**config.mk**
```make
export PLATFORM = sky130hd
export DESIGN_NAME = card_bus
export DESIGN_NICKNAME = d
export VERILOG_FILES = /design/src/cft_bus_pkg.sv /design/src/card_bus.sv /design/src/bus_databus.sv /design/src/bus_ibus_read.sv /design/src/bus_mbu.sv /design/src/bus_addr_reg.sv
export SDC_FILE = /design/constraint.sdc
export NUM_CORES = 1
export LEC_CHECK = 0
export BUFFER_PORTS_ARGS = -buffer_cell sky130_fd_sc_hd__buf_2
export CAP_MARGIN = 20
export CORE_ASPECT_RATIO = 0.8
export CORE_MARGIN = 2
export CORE_UTILIZATION = 35
export DETAILED_ROUTE_END_ITERATION = 8
export PLACE_DENSITY_LB_ADDON = 0.08
export SYNTH_ARGS = -nofsm -noshare
export SYNTH_HDL_FRONTEND = slang
export SYNTH_SLANG_ARGS = --single-unit
```
**constraint.sdc**
```tcl
create_clock -name clk3 -period 2 [get_ports clk3]
set_clock_uncertainty 0.1 [all_clocks]
set_input_delay 0.1 -clock clk3 [delete_from_list [all_inputs] [get_ports clk3]]
set_output_delay 0.1 -clock clk3 [all_outputs]
set_load 0.05 [all_outputs]
```
**src/cft_bus_pkg.sv**
```systemverilog
/* CFT bus board shared definitions
   Bus widths, ibus microcode codes and I/O space decode constants */

`default_nettype none

package cft_bus_pkg;

   //////////////////////////////
   // Widths and types
   //////////////////////////////

   localparam int WORD_W     = 16;                  // ibus and data bus
   localparam int ADDR_W     = 24;                  // Address bus
   localparam int BANK_W     = 8;                   // AEXT, top byte of AR
   localparam int UADDR_W    = 5;                   // raddr/waddr fields
   localparam int NUM_BANKS  = 8;                   // MBU bank registers
   localparam int BANK_IDX_W = $clog2(NUM_BANKS);   // IR[2:0] width

   typedef logic [WORD_W-1:0]  word_t;
   typedef logic [ADDR_W-1:0]  addr_t;
   typedef logic [BANK_W-1:0]  bank_t;
   typedef logic [UADDR_W-1:0] ucode_addr_t;

   //////////////////////////////
   // ibus microcode codes
   //////////////////////////////

   localparam ucode_addr_t WADDR_AR         = 5'h02;   // Write AR
   localparam ucode_addr_t RADDR_AR         = 5'h02;   // Read AR[15:0]
   localparam ucode_addr_t RADDR_MBP        = 5'h03;   // Read current bank
   localparam ucode_addr_t RADDR_CONST_BASE = 5'h18;   // Constant store 18-1F
   localparam int          MAX_CONSTS       = 8;       // Size of the ROM table

   //////////////////////////////
   // I/O space decode
   //////////////////////////////

   localparam int          IO_SPACE_LSB = 10;      // ab[23:10] zero for I/O
   localparam int          IO_PAGE_LSB  = 8;       // ab[9:8] picks the page
   localparam logic [1:0]  IO_PAGE_SYS  = 2'd0;    // 000-0FF
   localparam logic [1:0]  IO_PAGE_1XX  = 2'd1;    // 100-1FF
   localparam logic [1:0]  IO_PAGE_2XX  = 2'd2;    // 200-2FF
   localparam logic [1:0]  IO_PAGE_3XX  = 2'd3;    // 300-3FF

   localparam bank_t       MBU_IO_BASE    = 8'h08; // Bank regs at 08-0F
   localparam int          MBU_IO_SEL_LSB = 3;     // ab[7:3] matches base

endpackage

`default_nettype wire
```
**src/card_bus.sv**
```systemverilog
/* CFT bus board top level
   Address register, banking unit, ibus readback and data bus driver */

`timescale 1ns/100ps
`default_nettype none

module card_bus
   import cft_bus_pkg::*;
#(
   parameter int NUM_CONSTS = 8                    // Constant store depth
) (
   input  wire logic                  clk3,        // Single board clock
   input  wire logic                  arst_n,      // Async reset

   // Bus transaction levels
   input  wire logic                  nmem,        // Memory space
   input  wire logic                  nio,         // I/O space
   input  wire logic                  nr,          // Read
   input  wire logic                  nwen,        // Write enable, control unit
   input  wire logic                  nws,         // Wait-state request
   input  wire logic                  nhalt,       // Halt

   // Microcode fields and processor bus
   input  wire ucode_addr_t           raddr,       // ibus read address
   input  wire ucode_addr_t           waddr,       // ibus write address
   input  wire word_t                 ibus_in,     // Processor drives ibus
   input  wire logic [BANK_IDX_W-1:0] ir_idx,      // IR[2:0]
   input  wire logic                  idxen,       // Auto-index enable

   // Address and data buses
   output      addr_t                 ab,          // Address bus, equals AR
   output      word_t                 ibus_out,    // Board's ibus read value
   output      logic                  ibus_oe,     // ibus driven by board
   output      word_t                 db_out,      // Data bus write value
   output      logic                  db_oe,       // Data bus driven
   output      logic                  nw,          // Write strobe

   // I/O device selects
   output      logic                  nsysdev,     // I/O 000-0FF
   output      logic                  niodev1xx,   // I/O 100-1FF
   output      logic                  niodev2xx,   // I/O 200-2FF
   output      logic                  niodev3xx    // I/O 300-3FF
);

   bank_t aext;                                    // MBU to AR[23:16]

   //////////////////////////////
   // Address register
   //////////////////////////////

   bus_addr_reg u_addr_reg (
      .clk3      (clk3),
      .arst_n    (arst_n),
      .waddr     (waddr),
      .ibus_in   (ibus_in),
      .aext      (aext),
      .nio       (nio),
      .ab        (ab),
      .nsysdev   (nsysdev),
      .niodev1xx (niodev1xx),
      .niodev2xx (niodev2xx),
      .niodev3xx (niodev3xx)
   );

   //////////////////////////////
   // Memory banking unit
   //////////////////////////////

   bus_mbu u_mbu (
      .clk3    (clk3),
      .arst_n  (arst_n),
      .ir_idx  (ir_idx),
      .idxen   (idxen),
      .ab      (ab),
      .nsysdev (nsysdev),
      .nw      (nw),
      .db_out  (db_out),
      .aext    (aext)
   );

   bus_ibus_read #(
      .NUM_CONSTS (NUM_CONSTS)
   ) u_ibus_read (
      .raddr    (raddr),
      .ab       (ab),
      .aext     (aext),
      .ibus_out (ibus_out),
      .ibus_oe  (ibus_oe)
   );

   bus_databus u_databus (
      .clk3    (clk3),
      .arst_n  (arst_n),
      .nmem    (nmem),
      .nio     (nio),
      .nr      (nr),
      .nwen    (nwen),
      .nws     (nws),
      .nhalt   (nhalt),
      .ibus_in (ibus_in),
      .nw      (nw),
      .db_out  (db_out),
      .db_oe   (db_oe)
   );

endmodule

`default_nettype wire

```
**src/bus_databus.sv**
```systemverilog
/* Data bus write driver
   Latches ibus and strobes nw for one cycle plus any wait-states */

`timescale 1ns/100ps
`default_nettype none

module bus_databus
   import cft_bus_pkg::*;
(
   input  wire logic  clk3,              // Board clock
   input  wire logic  arst_n,            // Async reset
   input  wire logic  nmem,              // Memory space
   input  wire logic  nio,               // I/O space
   input  wire logic  nr,                // Read
   input  wire logic  nwen,              // Write enable from control unit
   input  wire logic  nws,               // Wait-state request
   input  wire logic  nhalt,             // Halt blocks new cycles
   input  wire word_t ibus_in,           // Write data source
   output      logic  nw,                // Write strobe
   output      word_t db_out,            // Latched write data
   output      logic  db_oe              // Data bus drive enable
);

   typedef enum logic [1:0] {
      S_IDLE,                            // Waiting for a write
      S_STROBE,                          // nw low, db driven
      S_WAIT_REL                         // Wait for nwen to drop away
   } state_t;

   state_t state_q;
   state_t state_d;
   logic   start;                        // Write cycle begins this edge

   //////////////////////////////
   // Cycle control
   //////////////////////////////

   assign start = (state_q == S_IDLE) && !nwen && nr && (!nmem || !nio) && nhalt;

   always_comb begin
      state_d = state_q;
      case (state_q)
         S_IDLE: begin
            if (start) state_d = S_STROBE;
         end
         S_STROBE: begin
            if (nws) state_d = S_WAIT_REL;   // No wait-state, release
         end
         S_WAIT_REL: begin
            if (nwen) state_d = S_IDLE;      // Rearm once nwen is high
         end
         default: state_d = S_IDLE;
      endcase
   end

   always_ff @(posedge clk3 or negedge arst_n) begin
      if (!arst_n) begin
         state_q <= S_IDLE;
      end else begin
         state_q <= state_d;
      end
   end

   // Data latch
   always_ff @(posedge clk3) begin
      if (start) begin
         db_out <= ibus_in;              // Capture at cycle start
      end
   end

   assign db_oe = (state_q == S_STROBE);
   assign nw    = !db_oe;                // Strobe tracks the drive window

endmodule

`default_nettype wire

```
**src/bus_ibus_read.sv**
```systemverilog
/* ibus read multiplexer
   AR readback, bank readback and the constant store ROM */

`timescale 1ns/100ps
`default_nettype none

module bus_ibus_read
   import cft_bus_pkg::*;
#(
   parameter int NUM_CONSTS = 8                  // Owned codes from 5'h18
) (
   input  wire ucode_addr_t raddr,               // ibus read address
   input  wire addr_t       ab,                  // Address register value
   input  wire bank_t       aext,                // Selected bank
   output      word_t       ibus_out,            // Read value
   output      logic        ibus_oe              // Board owns this code
);

   localparam int CIDX_W = $clog2(MAX_CONSTS);

   ucode_addr_t const_off;                       // Code minus the ROM base
   logic        const_hit;                       // Code inside the ROM range

   // Constant ROM contents
   function automatic word_t const_rom(input logic [CIDX_W-1:0] idx);
      case (idx)
         3'd0:    return 16'h0000;
         3'd1:    return 16'h0001;
         3'd2:    return 16'h0002;
         3'd3:    return 16'h0004;
         3'd4:    return 16'h0008;
         3'd5:    return 16'h00FF;       // Byte mask
         3'd6:    return 16'hFF00;
         default: return 16'hFFFF;       // All ones
      endcase
   endfunction

   assign const_off = raddr - RADDR_CONST_BASE;
   assign const_hit = (raddr >= RADDR_CONST_BASE) && (const_off < UADDR_W'(NUM_CONSTS));

   always_comb begin
      ibus_out = '0;
      ibus_oe  = 1'b0;
      if (raddr == RADDR_AR) begin
         ibus_out = ab[WORD_W-1:0];      // AR low word
         ibus_oe  = 1'b1;
      end else if (raddr == RADDR_MBP) begin
         ibus_out = {{(WORD_W-BANK_W){1'b0}}, aext};
         ibus_oe  = 1'b1;
      end else if (const_hit) begin
         ibus_out = const_rom(const_off[CIDX_W-1:0]);
         ibus_oe  = 1'b1;
      end
   end

endmodule

`default_nettype wire

```
**src/bus_mbu.sv**
```systemverilog
/* Memory banking unit
   Eight bank registers written through I/O space; one extends the address */

`timescale 1ns/100ps
`default_nettype none

module bus_mbu
   import cft_bus_pkg::*;
(
   input  wire logic                  clk3,      // Board clock
   input  wire logic                  arst_n,    // Async reset
   input  wire logic [BANK_IDX_W-1:0] ir_idx,    // IR[2:0] bank index
   input  wire logic                  idxen,     // Auto-index enable
   input  wire addr_t                 ab,        // Address bus
   input  wire logic                  nsysdev,   // I/O page 0 select
   input  wire logic                  nw,        // Write strobe
   input  wire word_t                 db_out,    // Data bus write value
   output      bank_t                 aext       // Address extension
);

   bank_t                 bank_q [NUM_BANKS];    // MBP0-MBP7
   logic                  bank_we;               // I/O write hits the MBU
   logic [BANK_IDX_W-1:0] wr_idx;                // Register being written
   logic [BANK_IDX_W-1:0] rd_idx;                // Register feeding AEXT

   //////////////////////////////
   // I/O write decode
   //////////////////////////////

   // Offsets 08-0F in page 0, qualified by the write strobe
   assign bank_we = !nsysdev && !nw &&
                    (ab[BANK_W-1:MBU_IO_SEL_LSB] == MBU_IO_BASE[BANK_W-1:MBU_IO_SEL_LSB]);
   assign wr_idx  = ab[BANK_IDX_W-1:0];

   always_ff @(posedge clk3 or negedge arst_n) begin
      if (!arst_n) begin
         for (int i = 0; i < NUM_BANKS; i++) begin
            bank_q[i] <= '0;             // All banks to zero
         end
      end else if (bank_we) begin
         bank_q[wr_idx] <= db_out[BANK_W-1:0];   // Low byte of the data bus
      end
   end

   //////////////////////////////
   // Bank selection
   //////////////////////////////

   // Auto-index uses IR[2:0], otherwise MBP0
   assign rd_idx = idxen ? ir_idx : '0;
   assign aext   = bank_q[rd_idx];

endmodule

`default_nettype wire

```
**src/bus_addr_reg.sv**
```systemverilog
/* Address register with I/O device-select decoder
   AR loads AEXT and ibus together; selects decode the four I/O pages */

`timescale 1ns/100ps
`default_nettype none

module bus_addr_reg
   import cft_bus_pkg::*;
(
   input  wire logic        clk3,        // Board clock
   input  wire logic        arst_n,      // Async reset
   input  wire ucode_addr_t waddr,       // ibus write address
   input  wire word_t       ibus_in,     // Low word source
   input  wire bank_t       aext,        // Top byte source, from MBU
   input  wire logic        nio,         // I/O space
   output      addr_t       ab,          // Address bus
   output      logic        nsysdev,     // Page 0 select
   output      logic        niodev1xx,   // Page 1 select
   output      logic        niodev2xx,   // Page 2 select
   output      logic        niodev3xx    // Page 3 select
);

   addr_t      ar_q;                     // The address register
   logic       io_space;                 // I/O cycle inside 000-3FF
   logic [1:0] io_page;                  // ab[9:8]

   //////////////////////////////
   // AR load
   //////////////////////////////

   always_ff @(posedge clk3 or negedge arst_n) begin
      if (!arst_n) begin
         ar_q <= '0;
      end else if (waddr == WADDR_AR) begin
         ar_q <= {aext, ibus_in};        // Bank byte plus 16-bit word
      end
   end

   assign ab = ar_q;

   //////////////////////////////
   // I/O decode
   //////////////////////////////

   assign io_space = !nio && (ar_q[ADDR_W-1:IO_SPACE_LSB] == '0);
   assign io_page  = ar_q[IO_PAGE_LSB+1:IO_PAGE_LSB];

   // One select low at a time, all high outside I/O space
   always_comb begin
      nsysdev   = 1'b1;
      niodev1xx = 1'b1;
      niodev2xx = 1'b1;
      niodev3xx = 1'b1;
      if (io_space) begin
         case (io_page)
            IO_PAGE_SYS: nsysdev   = 1'b0;   // Board-level devices
            IO_PAGE_1XX: niodev1xx = 1'b0;
            IO_PAGE_2XX: niodev2xx = 1'b0;
            IO_PAGE_3XX: niodev3xx = 1'b0;
            default:     nsysdev   = 1'b1;
         endcase
      end
   end

endmodule

`default_nettype wire

```
Yosys cells after proc, flatten, opt, wreduce, memory -nomap -nowiden

Index checks and enable logic that the tools add are counted.

Output and inout port bits: 63
Bits of input ports: 38
Word-level logic and storage cells: 83
Flip-flop bits (word level): 106

Equality and inequality tests: 18
Add/subtract/negate cells: 1
Order comparisons: 5
Reduce and logical (&&, ||, !) cells: 20
Mux-type cells: 26
Bitwise gates (word level): 2

Operators by type and width:

| cell                  | number |
|---|---|
| $pmux W16 S7          | 1 |
| $bwmux W64            | 1 |
| $mux W16              | 3 |
| $bmux W8 S3           | 1 |
| $demux W8 S3          | 1 |
| $mux W8               | 3 |
| $eq A5 B2 Y1 const B  | 3 |
| $logic_not A14 Y1     | 1 |
| $mux W1               | 11 |
| $eq A3 B3 Y1 const B  | 3 |
| $logic_and A1 B1 Y1   | 9 |
| $ge A4 B4 Y1 const B  | 2 |
| $not A3 Y4            | 2 |
| $eq A2 B2 Y1 const B  | 3 |
| $eq A3 B2 Y1 const B  | 2 |
| $mux W2               | 3 |
| $pmux W2 S3           | 1 |
| $eq A5 B1 Y1 const B  | 1 |
| $ge A5 B5 Y1 const B  | 1 |
| $logic_not A1 Y1      | 5 |
| $lt A5 B4 Y1 const B  | 1 |
| $sub A5 B5 Y5 const B | 1 |
| $eq A2 B1 Y1 const B  | 2 |
| $logic_not A2 Y1      | 2 |
| 8 further kinds       | 9 |

Longest topological paths before layout

Gate-level depths: netlist of run 1.

Depth after elaboration: 7
Mapped depth: 7
Depth with buffers taken out: 4

By module

A second synthesis of run 1 with hierarchy kept.

Cells, all modules: 377
Area, all modules: 5087.4 sq um

By module, submodules not included:

| module        | cells an instance | times used | area an instance (sq um) |
|---|---|---|---|
| bus_mbu       | 237               | 1          | 3166.8 |
| bus_addr_reg  | 62                | 1          | 980.9 |
| bus_databus   | 27                | 1          | 595.6 |
| bus_ibus_read | 51                | 1          | 344.1 |

Worst setup path after synthesis of run 1

No wires, ideal clock.

Path kind: input port to output port
From: input port ir_idx[0]
To: output port ibus_out[3]
Slack: -0.480 ns
Stages: 7
Path buffers: 3
Data required time: 1.800 ns
Data arrival time: 2.280 ns
Path through: clkbuf_1 > clkbuf_1 > buf_2 > nor3_1 > a311oi_1 > a22oi_1 > o21ai_0

Cells in the longest elaborated chain, start to end: 7

RTL lines:

| what                                        | line                | text |
|---|---|---|
| start: declaration                          | card_bus.sv:27      | `input wire logic [BANK_IDX_W-1:0] ir_idx,` |
| $mux W3                                     | bus_mbu.sv:50       | `assign rd_idx = idxen ? ir_idx : '0;` |
| $not A3 Y4 (not written as such)            | bus_mbu.sv:51       | `assign aext = bank_q[rd_idx];` |
| $bmux W8 S3                                 | bus_mbu.sv:51       |  |
| $mux W8 (not written as such) (2 in series) | bus_mbu.sv:51       |  |
| $mux W16                                    | bus_ibus_read.sv:47 | `end else if (raddr == RADDR_MBP) begin` |
| $mux W16                                    | bus_ibus_read.sv:44 | `if (raddr == RADDR_AR) begin` |
| end: declaration                            | card_bus.sv:32      | `output word_t ibus_out,` |

Every way passes these cells. The select of a mux whose other input is x is not followed.

Final worst setup path of run 1

From: register u_mbu.bank_q[0] in the netlist's numbering
To: output port ibus_out[0]

Cells in the longest elaborated chain, start to end: 5

RTL lines:

| what                                        | line                | text |
|---|---|---|
| start: declaration                          | bus_mbu.sv:21       | `bank_t bank_q [NUM_BANKS];` |
| start signal: indexed assignment            | bus_mbu.sv:41       | `bank_q[wr_idx] <= db_out[BANK_W-1:0];` |
| $bmux W8 S3                                 | bus_mbu.sv:51       |  |
| $mux W8 (not written as such) (2 in series) | bus_mbu.sv:51       |  |
| $mux W16                                    | bus_ibus_read.sv:47 |  |
| $mux W16                                    | bus_ibus_read.sv:44 |  |

Every way passes these cells. The select of a mux whose other input is x is not followed.

==> results of run 1 <==
## cell type report
class	count	share of cell area, %
multi-input cells	233	34.1
inverters	5	0.262
flip-flops and latches	106	38.5
clock inverters	7	0.734
well taps	180	3.15
clock buffers	9	3.15
repair buffers	195	20.1
## state kept, by name, indices dropped and copies added, names as in the netlist
register	cells
u_addr_reg.ab	24
u_databus.db_out	16
u_databus.state_q	2
u_mbu.bank_q	64
## routing by layer
layer / track usage [%] / vias to the layer above / share of wire [%]
li1: - / 1748 / -
met1: 29.5 / 1948 / 50
met2: 28.3 / 78 / 46
met3: 3.31 / 12 / 3.0
met4: 4.19 / 0 / 0.90
met5: 0 / - / 0
## worst max-delay path by stage
stage,end,slack [ps],cells after the start
after floorplan,u_mbu.bank_q[0]$_DFFE_PN0P_,-190,5
after global placement,ibus_out[1],-130,8
after detailed placement,u_mbu.bank_q[4]$_DFFE_PN0P_,-150,5
after CTS,ibus_out[0],-130,5
after global routing,u_mbu.bank_q[36]$_DFFE_PN0P_,-180,5
final,ibus_out[0],-110,5
## critical path, cell delays in order (launching register included)
cell                       delay, ps
sky130_fd_sc_hd__dfrtp_1         400
sky130_fd_sc_hd__mux4_2          480
sky130_fd_sc_hd__nand2b_4        160
sky130_fd_sc_hd__o311a_4         150
sky130_fd_sc_hd__a31o_4          240
sky130_fd_sc_hd__buf_8           140
## what timing repair did
item                                    in CTS  in global routing
buffers inserted                             5                  4
hold buffers                                19                  0
endpoints found under the setup margin      76                 76
resized for setup                           55                 33
hold endpoints to repair                   124                  0
pin swaps                                   12                  5
## cells by family after synthesis
group / Yosys count / synth area share, %
compound gates: 57 / 7.58
buf+inv: 28 / 2.47
flops: 106 / 55.0
mux: 91 / 23.6
simple gates: 85 / 11.3
## through the flow
stage               power, mW  std cells  hold WS, ps
floorplan                3.33        367         -296
CTS                      5.72        733          115
global route             5.92        735          139
finish                   5.67        735          117
global placement         3.90        693        -19.8
detailed placement       3.91        693        -23.6
## placed cells by master, fill, tap and decap left out, drive strengths merged, types with 2 or more instances in the layout
cell type,n
buf,175
dfrtp,90
mux2,80
dlygate4sd3,19
nor2,16
edfxtp,16
a21oi,15
nor3b,11
o21ai,11
nand2b,10
clkbuf,10
a21o,9
mux4,8
inv,8
a22oi,7
nand2,6
nor4,5
and3b,5
o41ai,5
nand4,5
nor3,5
and4,4
mux2i,3
and3,3
clkinv,3
and2,3
nand3,3
nor4b,2
a311oi,2
a31oi,2
o21bai,2
nor2b,2
## power breakdown
| part | leakage (nW) | switching, mW | internal, mW |
|---|---|---|---|
| clock network | 0.133 | 0.844 | 0.858 |
| logic | 1.92 | 0.963 | 0.535 |
| registers | 1.34 | 0.134 | 2.33 |
| total | 3.40 | 1.94 | 3.73 |
==> results.md, run 1 <==
- The count of TritonRoute iterations in the first routing pass is 4.
- The number of stages on the worst hold path is 5.
- The die footprint is 15200 µm².
- The final routed DRC violation total is 0.
- The start point of the worst hold path is waddr[0].
- The measured slew at the worst slew-check pin is between 500 and 600 ps.
- Compared with the post-synthesis result, the final layout area differs by 44.1%.
- The die is ~110 µm tall.
- Yosys attributes the largest share of cell area to sky130_fd_sc_hd__dfrtp_1, sky130_fd_sc_hd__edfxtp_1, sky130_fd_sc_hd__mux2_2, sky130_fd_sc_hd__mux2_1, sky130_fd_sc_hd__mux2_4.
- Max-cap violations in this run came to 0.
- The final wirelength is approximately 14000 µm.
- In the synthesized netlist the async set-or-reset flop fraction comes to 84.9%.
- The final max-slew violation count is 0.
- The synthesized design contains 106 register bits.
- The pre-CTS worst setup slack is -149 ps.
- The largest net degree at the start of global routing is 33.
- Setup violations remaining at the end of the flow were counted as 22.
- The post-synthesis net count is 405.
- The worst register-to-register path has a depth of 5.
- Setup repair after global routing could not meet its margin everywhere.
- The number of buffers created by CTS is 9.
- The critical path in this run is classified as reg2out.
- The area used by sequential logic in the layout is 2760 µm².
- The synthesized design contains 16 enable-type register cells.
- The clock sink count is 106.
- The combined global-route utilization of all metal layers is 19.2%.
- The final layout contains 588 nets.
- In this run the cell area measured after placement is approximately 6300 µm².
- The half-perimeter wire length of the detailed placement result is 10200 µm.
- The via count of the routed design is roughly 3800.
- 101 I/O pins were placed.
- The worst supply voltage drop on vdd is 0.000471 V.
- The area fraction of the dominant cell type after synthesis is 45.4%.
- The core region area is 13700 µm².
- The final clock period utilization by the worst path is 106%.
- STA puts the critical path data arrival time at roughly 1900 ps.
- The launching element of the worst setup path is u_mbu.bank_q[0]$_DFFE_PN0P_.
- The antenna cell count is 0.
- TritonCTS built the clock tree.
- The post-route netlist has 60.9% of its cells at a drive strength greater than 1.
- Cells fill 52.3% of the core in the end.
- After routing the design area is roughly 7000 µm².
- For this run, the top clock speed supported by timing is 474 MHz.
- The H-tree was split into 3 levels.
- In this run, the number of DRC markers left after iteration 0 of detailed routing was 178.
- The clock tree buffer depth is 2.
- The biggest area contributor in the post-synthesis netlist is sky130_fd_sc_hd__dfrtp_1.
- The number of different library cells used by synthesis comes to 46.
- The total of fill cells in the finished design is 1225.
- The multi-input gate area in the final layout is 2440 µm².
- Power spread over the standard cell area amounts to 792 nW/µm².
- After clock tree synthesis, the clock-pin slew on the worst setup and hold paths is 70 ps.
- The critical path capture point type is an output pin.
- The number of global-route vias before repair was 3928.
- In this run the remaining antenna-violating nets after routing total 0.
- The run finished, with violations left.
- In this run the static leakage power is 3.40 nW.
- The floorplan step set the die width to 137 µm.
- Measured against its own limit, the worst slew margin works out to 62.6%.
- The first global-routing pass estimated 22300 µm of wire.
- The count of endpoints failing hold in the final timing report came to 0.
- Setup total negative slack on the finished layout was measured at -1620 ps.
- The sequential area share after synthesis is 55.0%.
- The checks that failed: setup timing.
- The number of I/O port buffers is 100.
- In this run the critical register-to-register path is launched from u_addr_reg.ab[7]$_DFFE_PN0N_.
- The final weighted congestion in routability-driven placement is 0.780.
- In this run the worst path has a maximum fanout of 2.
- For this run, the number of Yosys warnings is 0.
- The mean area per synthesized cell is between 10 and 15 µm².
- The most instantiated library cell after synthesis is sky130_fd_sc_hd__dfrtp_1.
- After detailed routing, the average wire length per cell comes to 19.4 µm.
- Setup slack on the critical path of the routed design comes to -111 ps.
- After synthesis, the most frequently instantiated cells are sky130_fd_sc_hd__dfrtp_1, sky130_fd_sc_hd__mux2_2, sky130_fd_sc_hd__mux2_1.
- In the routed layout, each cell is associated on average with a via count of 5.15.
- In this run the core area contains 38 standard-cell rows.
- The root buffer selected by CTS is sky130_fd_sc_hd__clkbuf_16.
- The internal reg-to-reg setup slack is -100 ps.
- The total overflow left after global routing is 0.
- The critical path required time is between 1500 and 2000 ps.
- The number of antenna violations at the first check in global routing is 0.
- The endpoint of the lowest-slack register-to-register path is u_mbu.bank_q[39]$_DFFE_PN0P_.
- For the finished layout, the period the worst path requires is 2110 ps.
- In this run the cell area of the synthesized design comes to 4970 µm².
- The starting utilization of the core area is 36.3%.
- The kind of launch point of the worst setup path is a register.
- The path with the worst hold slack has its endpoint at u_addr_reg.ab[17]$_DFFE_PN0N_.
- The clock latency at the later pin of the worst-skew pair is around 350 ps.
- The type of the tightest min-delay check is in2reg.
- The gate count of the mapped netlist is 367.
- The prevailing post-synth register cell is sky130_fd_sc_hd__dfrtp_1.
Note: power is estimated with default switching activity, not from simulation.
==> inputs of run 2 (changes only) <==
--- a/config.mk
+++ b/config.mk
@@ -8,9 +8,10 @@
 export BUFFER_PORTS_ARGS = -buffer_cell sky130_fd_sc_hd__buf_2
 export CAP_MARGIN = 20
 export CORE_ASPECT_RATIO = 0.8
-export CORE_MARGIN = 2
+export CORE_MARGIN = 1.5
 export CORE_UTILIZATION = 35
 export DETAILED_ROUTE_END_ITERATION = 8
+export GPL_TIMING_DRIVEN = 0
 export PLACE_DENSITY_LB_ADDON = 0.08
 export SYNTH_ARGS = -nofsm -noshare
 export SYNTH_HDL_FRONTEND = slang
==> results.md, run 2 (same netlist as run 1, synthesis figures left out) <==
- The internal reg-to-reg setup slack was -150 ps (-50 ps).
- The count of max-cap constraint violations is 0 (unchanged).
- The violation count after the first detailed-route iteration is 194 (+9.0%).
- The cell area power density is 815 nW/µm² (+2.9%).
- STA classifies the critical path endpoint as a register.
- The highest fanout seen on the critical path is 8 (+6).
- The wire length of the first global-routing pass came to 22000 µm (-1.5%).
- The number of cell instances on the worst register-to-register path is 5 (unchanged).
- The shortest clock period the worst path allows after layout is 2150 ps (+41.5 ps).
- The fraction of final layout cells with drive strength greater than 1 is 56.9% (-4.0 points).
- The cell count after placement is 645 (-6.9%).
- The final routed DRC violation total is 0 (unchanged).
- The number of nets with antenna violations after routing is 0 (unchanged).
- The number of I/O port buffers is 97 (-3.0%).
- The post-layout net count is 551 (-6.3%).
- The average detailed-routed wire length per instance is 20.2 µm (+4.1%).
- The arrival time at the worst endpoint is 2280 ps (+370 ps).
- The half-perimeter wire length of the detailed placement result was 9480 µm (-7.0%).
- The start-to-end type of the worst setup path is reg2reg.
- The die footprint came to 14900 µm² (-1.6%).
- The startpoint identified for the worst register-to-register timing path is u_addr_reg.ab[4]$_DFFE_PN0N_.
- The height of the die came to 110 µm (-0.90%).
- The gate family responsible for the most delay along the worst path is simple AND/OR/NAND/NOR gates.
- The final clock period utilization by the worst path is 108% (+2.1 points).
- The number of antenna violations at the first check in global routing is 0 (unchanged).
- The top-level port count came to 101 (unchanged).
- In the layout the commonest cells are sky130_fd_sc_hd__buf_2, sky130_fd_sc_hd__dfrtp_1, sky130_fd_sc_hd__mux2_4.
- The final worst slack was -152 ps (-41.5 ps).
- The number of buffers created by CTS was 9 (unchanged).
- The total placed instance area is 5820 µm² (-7.3%).
- The worst register-to-register path ends at u_mbu.bank_q[2]$_DFFE_PN0P_.
- The via-per-instance ratio was 5.23 (+1.5%).
- The number of stages on the worst hold path was 3 (-2).
- The CTS tree is yes.
- The start point of the worst hold path is waddr[4].
- The largest net degree at the start of global routing is 70 (+110%).
- The clock-pin slew on the worst setup and hold paths is 70 ps (about the same).
- The clock latency at the later pin of the worst-skew pair is 350 ps (about the same).
- The worst supply voltage drop on vdd was 0.000497 V (+5.5%).
- The via count of the routed design was 3651 (-3.6%).
- The total of fill cells in the finished design was 1240 (+1.2%).
- The maximum clock frequency came to 465 MHz (-1.9%).
- The starting utilization of the core area is 36.3% (unchanged).
- The antenna cell count was 0 (unchanged).
- The cell row count is 38 (unchanged).
- The total of endpoints with negative setup slack in the final report is 36 (+64%).
- The endpoint of the worst hold-timing path is u_addr_reg.ab[0]$_DFFE_PN0N_.
- The type of the tightest min-delay check is in2reg.
- CTS placed an instance of sky130_fd_sc_hd__clkbuf_16 at the clock tree root.
- The signed area change from the synthesized netlist to the final layout is 37.9%.
- The number of global-route vias before repair was 3861 (-1.7%).
- The checks that failed: setup timing.
- The run finished, with violations left.
- The clock tree buffer depth is 2 (unchanged).
- The final max-slew violation count came to 0 (unchanged).
- The multi-input gate area in the final layout is 2430 µm² (-0.21%).
- The area used by sequential logic in the layout was 2760 µm² (unchanged).
- The worst hold margin is 80.1 ps (-36.9 ps).
- The number of buffer and inverter instances along the worst setup path is 1 (unchanged).
- The highest cell delay on the worst timing path is 550 ps (+70 ps).
- Walking the worst path, the cells encountered are nor4bb_4 -> nand3_2 -> or4_4 -> buf_12 -> mux2_4.
- The count of TritonRoute iterations in the first routing pass came to 5 (+1).
- The most frequent standard cell in the layout excluding fill and tap cells is sky130_fd_sc_hd__buf_2.
- The core region area is 13700 µm² (unchanged).
- The combined global-route utilization of all metal layers came to 19.7% (+0.51 points).
- Counting flops per register, the top entry is u_mbu.bank_q.
- The count of endpoints failing hold in the final timing report came to 0 (unchanged).
- The number of flip-flops under the largest register name is 64 (unchanged).
- The clock sink count is 106 (unchanged).
- Among all stages on the critical path, the largest delay is contributed by sky130_fd_sc_hd__or4_4.
- Setup repair after global routing could not meet its margin everywhere.
- The die outline width is 136 µm (-0.73%).
- The worst setup path is launched from a register.
- The cell leakage power is 3.20 nW (-5.7%).
- The measured slew at the worst slew-check pin is 801 ps (+243 ps).
- The worst slew margin relative to its limit is 46.0% (-17 points).
- The final wirelength is 14100 µm (-1.1%).
- The critical path required time came to 2130 ps (+330 ps).
- The final cell count without fillers is 698 (-5.0%).
- The post-route cell area came to 6850 µm² (-4.3%).
- The deepest level of the CTS H-tree is 3 (unchanged).
- The aggregate global routing overflow is 0 (unchanged).
- The final weighted congestion in routability-driven placement was 0.775 (-0.62%).
run 2: changes by cell type in the layout (fill, tap and decap cells not counted), sizes merged:
cell / previous run / this run
clkbuf: 10 / 22
bufinv: 0 / 1
inv: 8 / 6
clkinvlp: 1 / 2
buf: 175 / 126
run 2: how the worst max path moves through the flow:
stage	start	endpoint	slack, ps	depth (start not counted)
5_1_grt	u_addr_reg.ab[4]$_DFFE_PN0N_	u_mbu.bank_q[1]$_DFFE_PN0P_	-210	5
3_3_place_gp	u_addr_reg.ab[23]$_DFFE_PN0N_	u_mbu.bank_q[15]$_DFFE_PN0P_	-510	5
4_1_cts	u_addr_reg.ab[4]$_DFFE_PN0N_	u_mbu.bank_q[2]$_DFFE_PN0P_	-160	5
3_5_place_dp	u_addr_reg.ab[23]$_DFFE_PN0N_	u_mbu.bank_q[13]$_DFFE_PN0P_	-550	5
2_1_floorplan	u_addr_reg.ab[21]$_DFFE_PN0N_	u_mbu.bank_q[0]$_DFFE_PN0P_	-190	5
6_report	u_addr_reg.ab[4]$_DFFE_PN0N_	u_mbu.bank_q[2]$_DFFE_PN0P_	-150	5
run 2: area by class of cell:
cell class,count,area share (%)
tap,180,3.29
clock buffer,9,3.29
buffer,22,2.36
clock inverter,7,1.15
timing repair buffer,136,13.8
sequential,106,40.3
multi-input combinational,233,35.5
inverter,5,0.274
run 2: power breakdown:
part	switching [mW]	internal, mW	leakage [nW]
combinational	0.851	0.394	1.72
sequential	0.194	2.34	1.34
clock	0.823	0.982	0.144
total	1.87	3.71	3.20
run 2: metrics by stage:
step / setup TNS (ps) / util [%] / setup slack [ps] / power [mW]
after floorplan: -3640 / - / -187 / 3.33
after global routing: -7520 / 50.0 / -209 / 5.82
final: -3130 / 50.0 / -152 / 5.58
after detailed placement: -30270 / 42.5 / -549 / 3.68
after CTS: -2950 / 49.1 / -157 / 5.62
after global placement: -45500 / 42.3 / -508 / 3.66
run 2: timing repair:
action / in CTS / in global routing
endpoints found under the setup margin: 101 / 101
gates resized for setup: 75 / 27
endpoints found under the hold margin: 124 / 0
pin swaps: 8 / 6
buffers inserted: 15 / 3
hold buffers: 19 / 0
cloned: 1 / 0
run 2: worst min-delay path, delay by kind of cell:
family	cells	cell delay, ps
AND/OR/NAND/NOR	1	80
multiplexers	1	230
buffers and inverters	1	80
run 2: metal layers:
metal	vias to the layer above	track usage [%]	share of wire (%)
met5	-	0	0
met3	10	3.50	3.4
met1	1905	29.1	49
met2	72	30.3	47
li1	1664	-	-
met4	0	4.48	0.89
==> inputs of run 3 (changes only) <==
--- a/config.mk
+++ b/config.mk
@@ -12,7 +12,7 @@
 export CORE_UTILIZATION = 35
 export DETAILED_ROUTE_END_ITERATION = 8
 export GPL_TIMING_DRIVEN = 0
-export PLACE_DENSITY_LB_ADDON = 0.08
+export PLACE_DENSITY = 0.62
 export SYNTH_ARGS = -nofsm -noshare
 export SYNTH_HDL_FRONTEND = slang
 export SYNTH_SLANG_ARGS = --single-unit
==> constraint.sdc (replaced) <==
create_clock -name clk3 -period 2.7 [get_ports clk3]
set_clock_uncertainty 0.1 [all_clocks]
set_input_delay 0.135 -clock clk3 [delete_from_list [all_inputs] [get_ports clk3]]
set_output_delay 0.135 -clock clk3 [all_outputs]
set_load 0.05 [all_outputs]
==> results.md, run 3 (same netlist as run 1, synthesis figures left out) <==
- The flow ran to the end, and the final reports show no timing, DRC or antenna violations.
- After layout, the minimum clock period comes to 2610 ps.
- In the layout the commonest cells are sky130_fd_sc_hd__buf_2, sky130_fd_sc_hd__dfrtp_1, sky130_fd_sc_hd__mux2_2.
- The arrival time at the worst endpoint is 2370 ps (+90 ps).
- The die outline width came to 136 µm (unchanged).
- The clock sink count came to 106 (unchanged).
- Setup repair after global routing left no endpoint under its margin.
- The measured slew at the worst slew-check pin was 985 ps (+184 ps).
- The internal reg-to-reg setup slack is 270 ps (+420 ps).
- The cell area power density is 658 nW/µm² (-19%).
- The post-route cell area is 6270 µm² (-8.4%).
- The total of endpoints with negative setup slack in the final report is 0 (-100%).
- The root buffer selected by CTS is sky130_fd_sc_hd__clkbuf_16.
- The via count of the routed design is 3640 (-0.30%).
- The critical path capture point type is an output pin.
- The signed area change from the synthesized netlist to the final layout is 26.3%.
- The final total negative setup slack was 0 ps (+3130 ps).
- The number of nets with antenna violations after routing was 0 (unchanged).
- The final wirelength is 13000 µm (-7.7%).
- The count of TritonRoute iterations in the first routing pass is 4 (-1).
- The average detailed-routed wire length per instance is 19.0 µm (-5.8%).
- The wire length of the first global-routing pass is 19900 µm (-9.5%).
- The fraction of final layout cells with drive strength greater than 1 is 39.1% (-18 points).
- The critical register-to-register path startpoint is u_addr_reg.ab[8]$_DFFE_PN0N_.
- The type of the tightest min-delay check is in2reg.
- The highest fanout seen on the critical path is 10 (+2).
- The worst hold path begins at waddr[4].
- The number of antenna violations at the first check in global routing is 0 (unchanged).
- The worst supply voltage drop on vdd was 0.000348 V (-30%).
- The largest net degree at the start of global routing was 69 (-1.4%).
- The number of I/O port buffers came to 97 (unchanged).
- The number of flip-flops under the largest register name is 64 (unchanged).
- The starting utilization of the core area is 36.3% (unchanged).
- The clock latency at the later pin of the worst-skew pair came to 350 ps (about the same).
- The worst slew margin relative to its limit is 34.3% (-12 points).
- The combined global-route utilization of all metal layers came to 18.0% (-1.7 points).
- The register bank with the most flops is u_mbu.bank_q.
- The die footprint is 14900 µm² (unchanged).
- The clock-pin slew on the worst setup and hold paths is 70 ps (about the same).
- The total placed instance area is 5710 µm² (-2.0%).
- The half-perimeter wire length of the detailed placement result is 9190 µm (-3.0%).
- The final routed DRC violation total came to 0 (unchanged).
- The number of global-route vias before repair is 3587 (-7.1%).
- The via-per-instance ratio is 5.32 (+1.7%).
- The total chip power is 4.12 mW (-26%).
- The final max-slew violation count came to 0 (unchanged).
- The count of max-cap constraint violations came to 0 (unchanged).
- The worst setup path is launched from an input pin.
- The clock tree buffer depth was 2 (unchanged).
- In this run the worst setup path begins at raddr[4].
- The number of buffers created by CTS was 9 (unchanged).
- The final clock period utilization by the worst path is 96.6%.
- The worst setup path is of the in2out kind.
- The count of endpoints failing hold in the final timing report came to 0 (unchanged).
- Derived from the worst setup path, the maximum achievable clock frequency is 383 MHz.
- The height of the die is 110 µm (unchanged).
- The aggregate global routing overflow was 0 (unchanged).
- The post-layout net count is 537 (-2.5%).
- The post-cts sizing count was 0 (-100%).
- The violation count after the first detailed-route iteration was 259 (+34%).
- The cell leakage power is 3.06 nW (-4.6%).
- The library cell used most frequently in the layout, excluding fill and tap cells, is sky130_fd_sc_hd__buf_2.
- The cell row count is 38 (unchanged).
- The deepest level of the CTS H-tree came to 3 (unchanged).
- The final weighted congestion in routability-driven placement is 0.824 (+6.2%).
- TritonCTS built the clock tree.
- The core region area is 13700 µm² (unchanged).
- The top-level port count is 101 (unchanged).
- The antenna cell count is 0 (unchanged).
- The critical path required time is 2470 ps (+340 ps).
run 3: timing repair:
action,in CTS,in global routing
endpoints found under the setup margin,0,31
hold endpoints to repair,124,0
setup buffers,0,4
hold buffers,19,0
run 3: critical path, stage by stage:
cell and delay, ps:
sky130_fd_sc_hd__buf_2 120, sky130_fd_sc_hd__nor4b_1 820, sky130_fd_sc_hd__and2_0 230, sky130_fd_sc_hd__clkbuf_1 290, sky130_fd_sc_hd__buf_2 300, sky130_fd_sc_hd__a21oi_1 100, sky130_fd_sc_hd__o21ai_0 90, sky130_fd_sc_hd__buf_2 290
run 3: path summary, 6_finish.rpt:
kind / end / depth (start not counted)
hold / removal: u_addr_reg.ab[0]$_DFFE_PN0N_ / 3
setup / recovery: ibus_out[5] / 8
max in group asynchronous: u_addr_reg.ab[14]$_DFFE_PN0N_ / 3
min in group asynchronous: u_mbu.bank_q[41]$_DFFE_PN0P_ / 2
hold reg to reg: u_mbu.bank_q[57]$_DFFE_PN0P_ / 1
setup reg to reg: u_mbu.bank_q[40]$_DFFE_PN0P_ / 6
run 3: where the power goes:
part / internal, mW / total, mW / switching [mW]
Sequential: 1.72 / 1.85 / 0.133
Combinational: 0.229 / 0.827 / 0.598
Clock: 0.831 / 1.45 / 0.618
run 3: area by class of cell:
class / instances / area (µm²)
buffer: 23 / 104
clock buffer: 9 / 225
clock inverter: 7 / 106
fill: 1234 / 7420
inverter: 5 / 18.8
multi-input combinational: 233 / 2110
sequential: 106 / 2730
tap: 180 / 225
timing repair buffer: 121 / 748
run 3: stage by stage:
step	util, %	hold WS [ps]	setup slack, ps	cells
after global placement	41.5	226	153	644
after floorplan	-	-261	150	367
after CTS	45.5	100	29.7	680
final	45.8	109	91.3	684
after global routing	45.8	116	31.2	684
after detailed placement	41.7	-38.4	75.2	645
run 3: metal layers:
metal / up-vias / global-route usage, % / wire, µm
li1: 1642 / - / -
met1: 1887 / 26.2 / 6060
met2: 96 / 27.2 / 6060
met3: 15 / 3.83 / 699
met4: 0 / 5.09 / 162
met5: - / 0 / 0
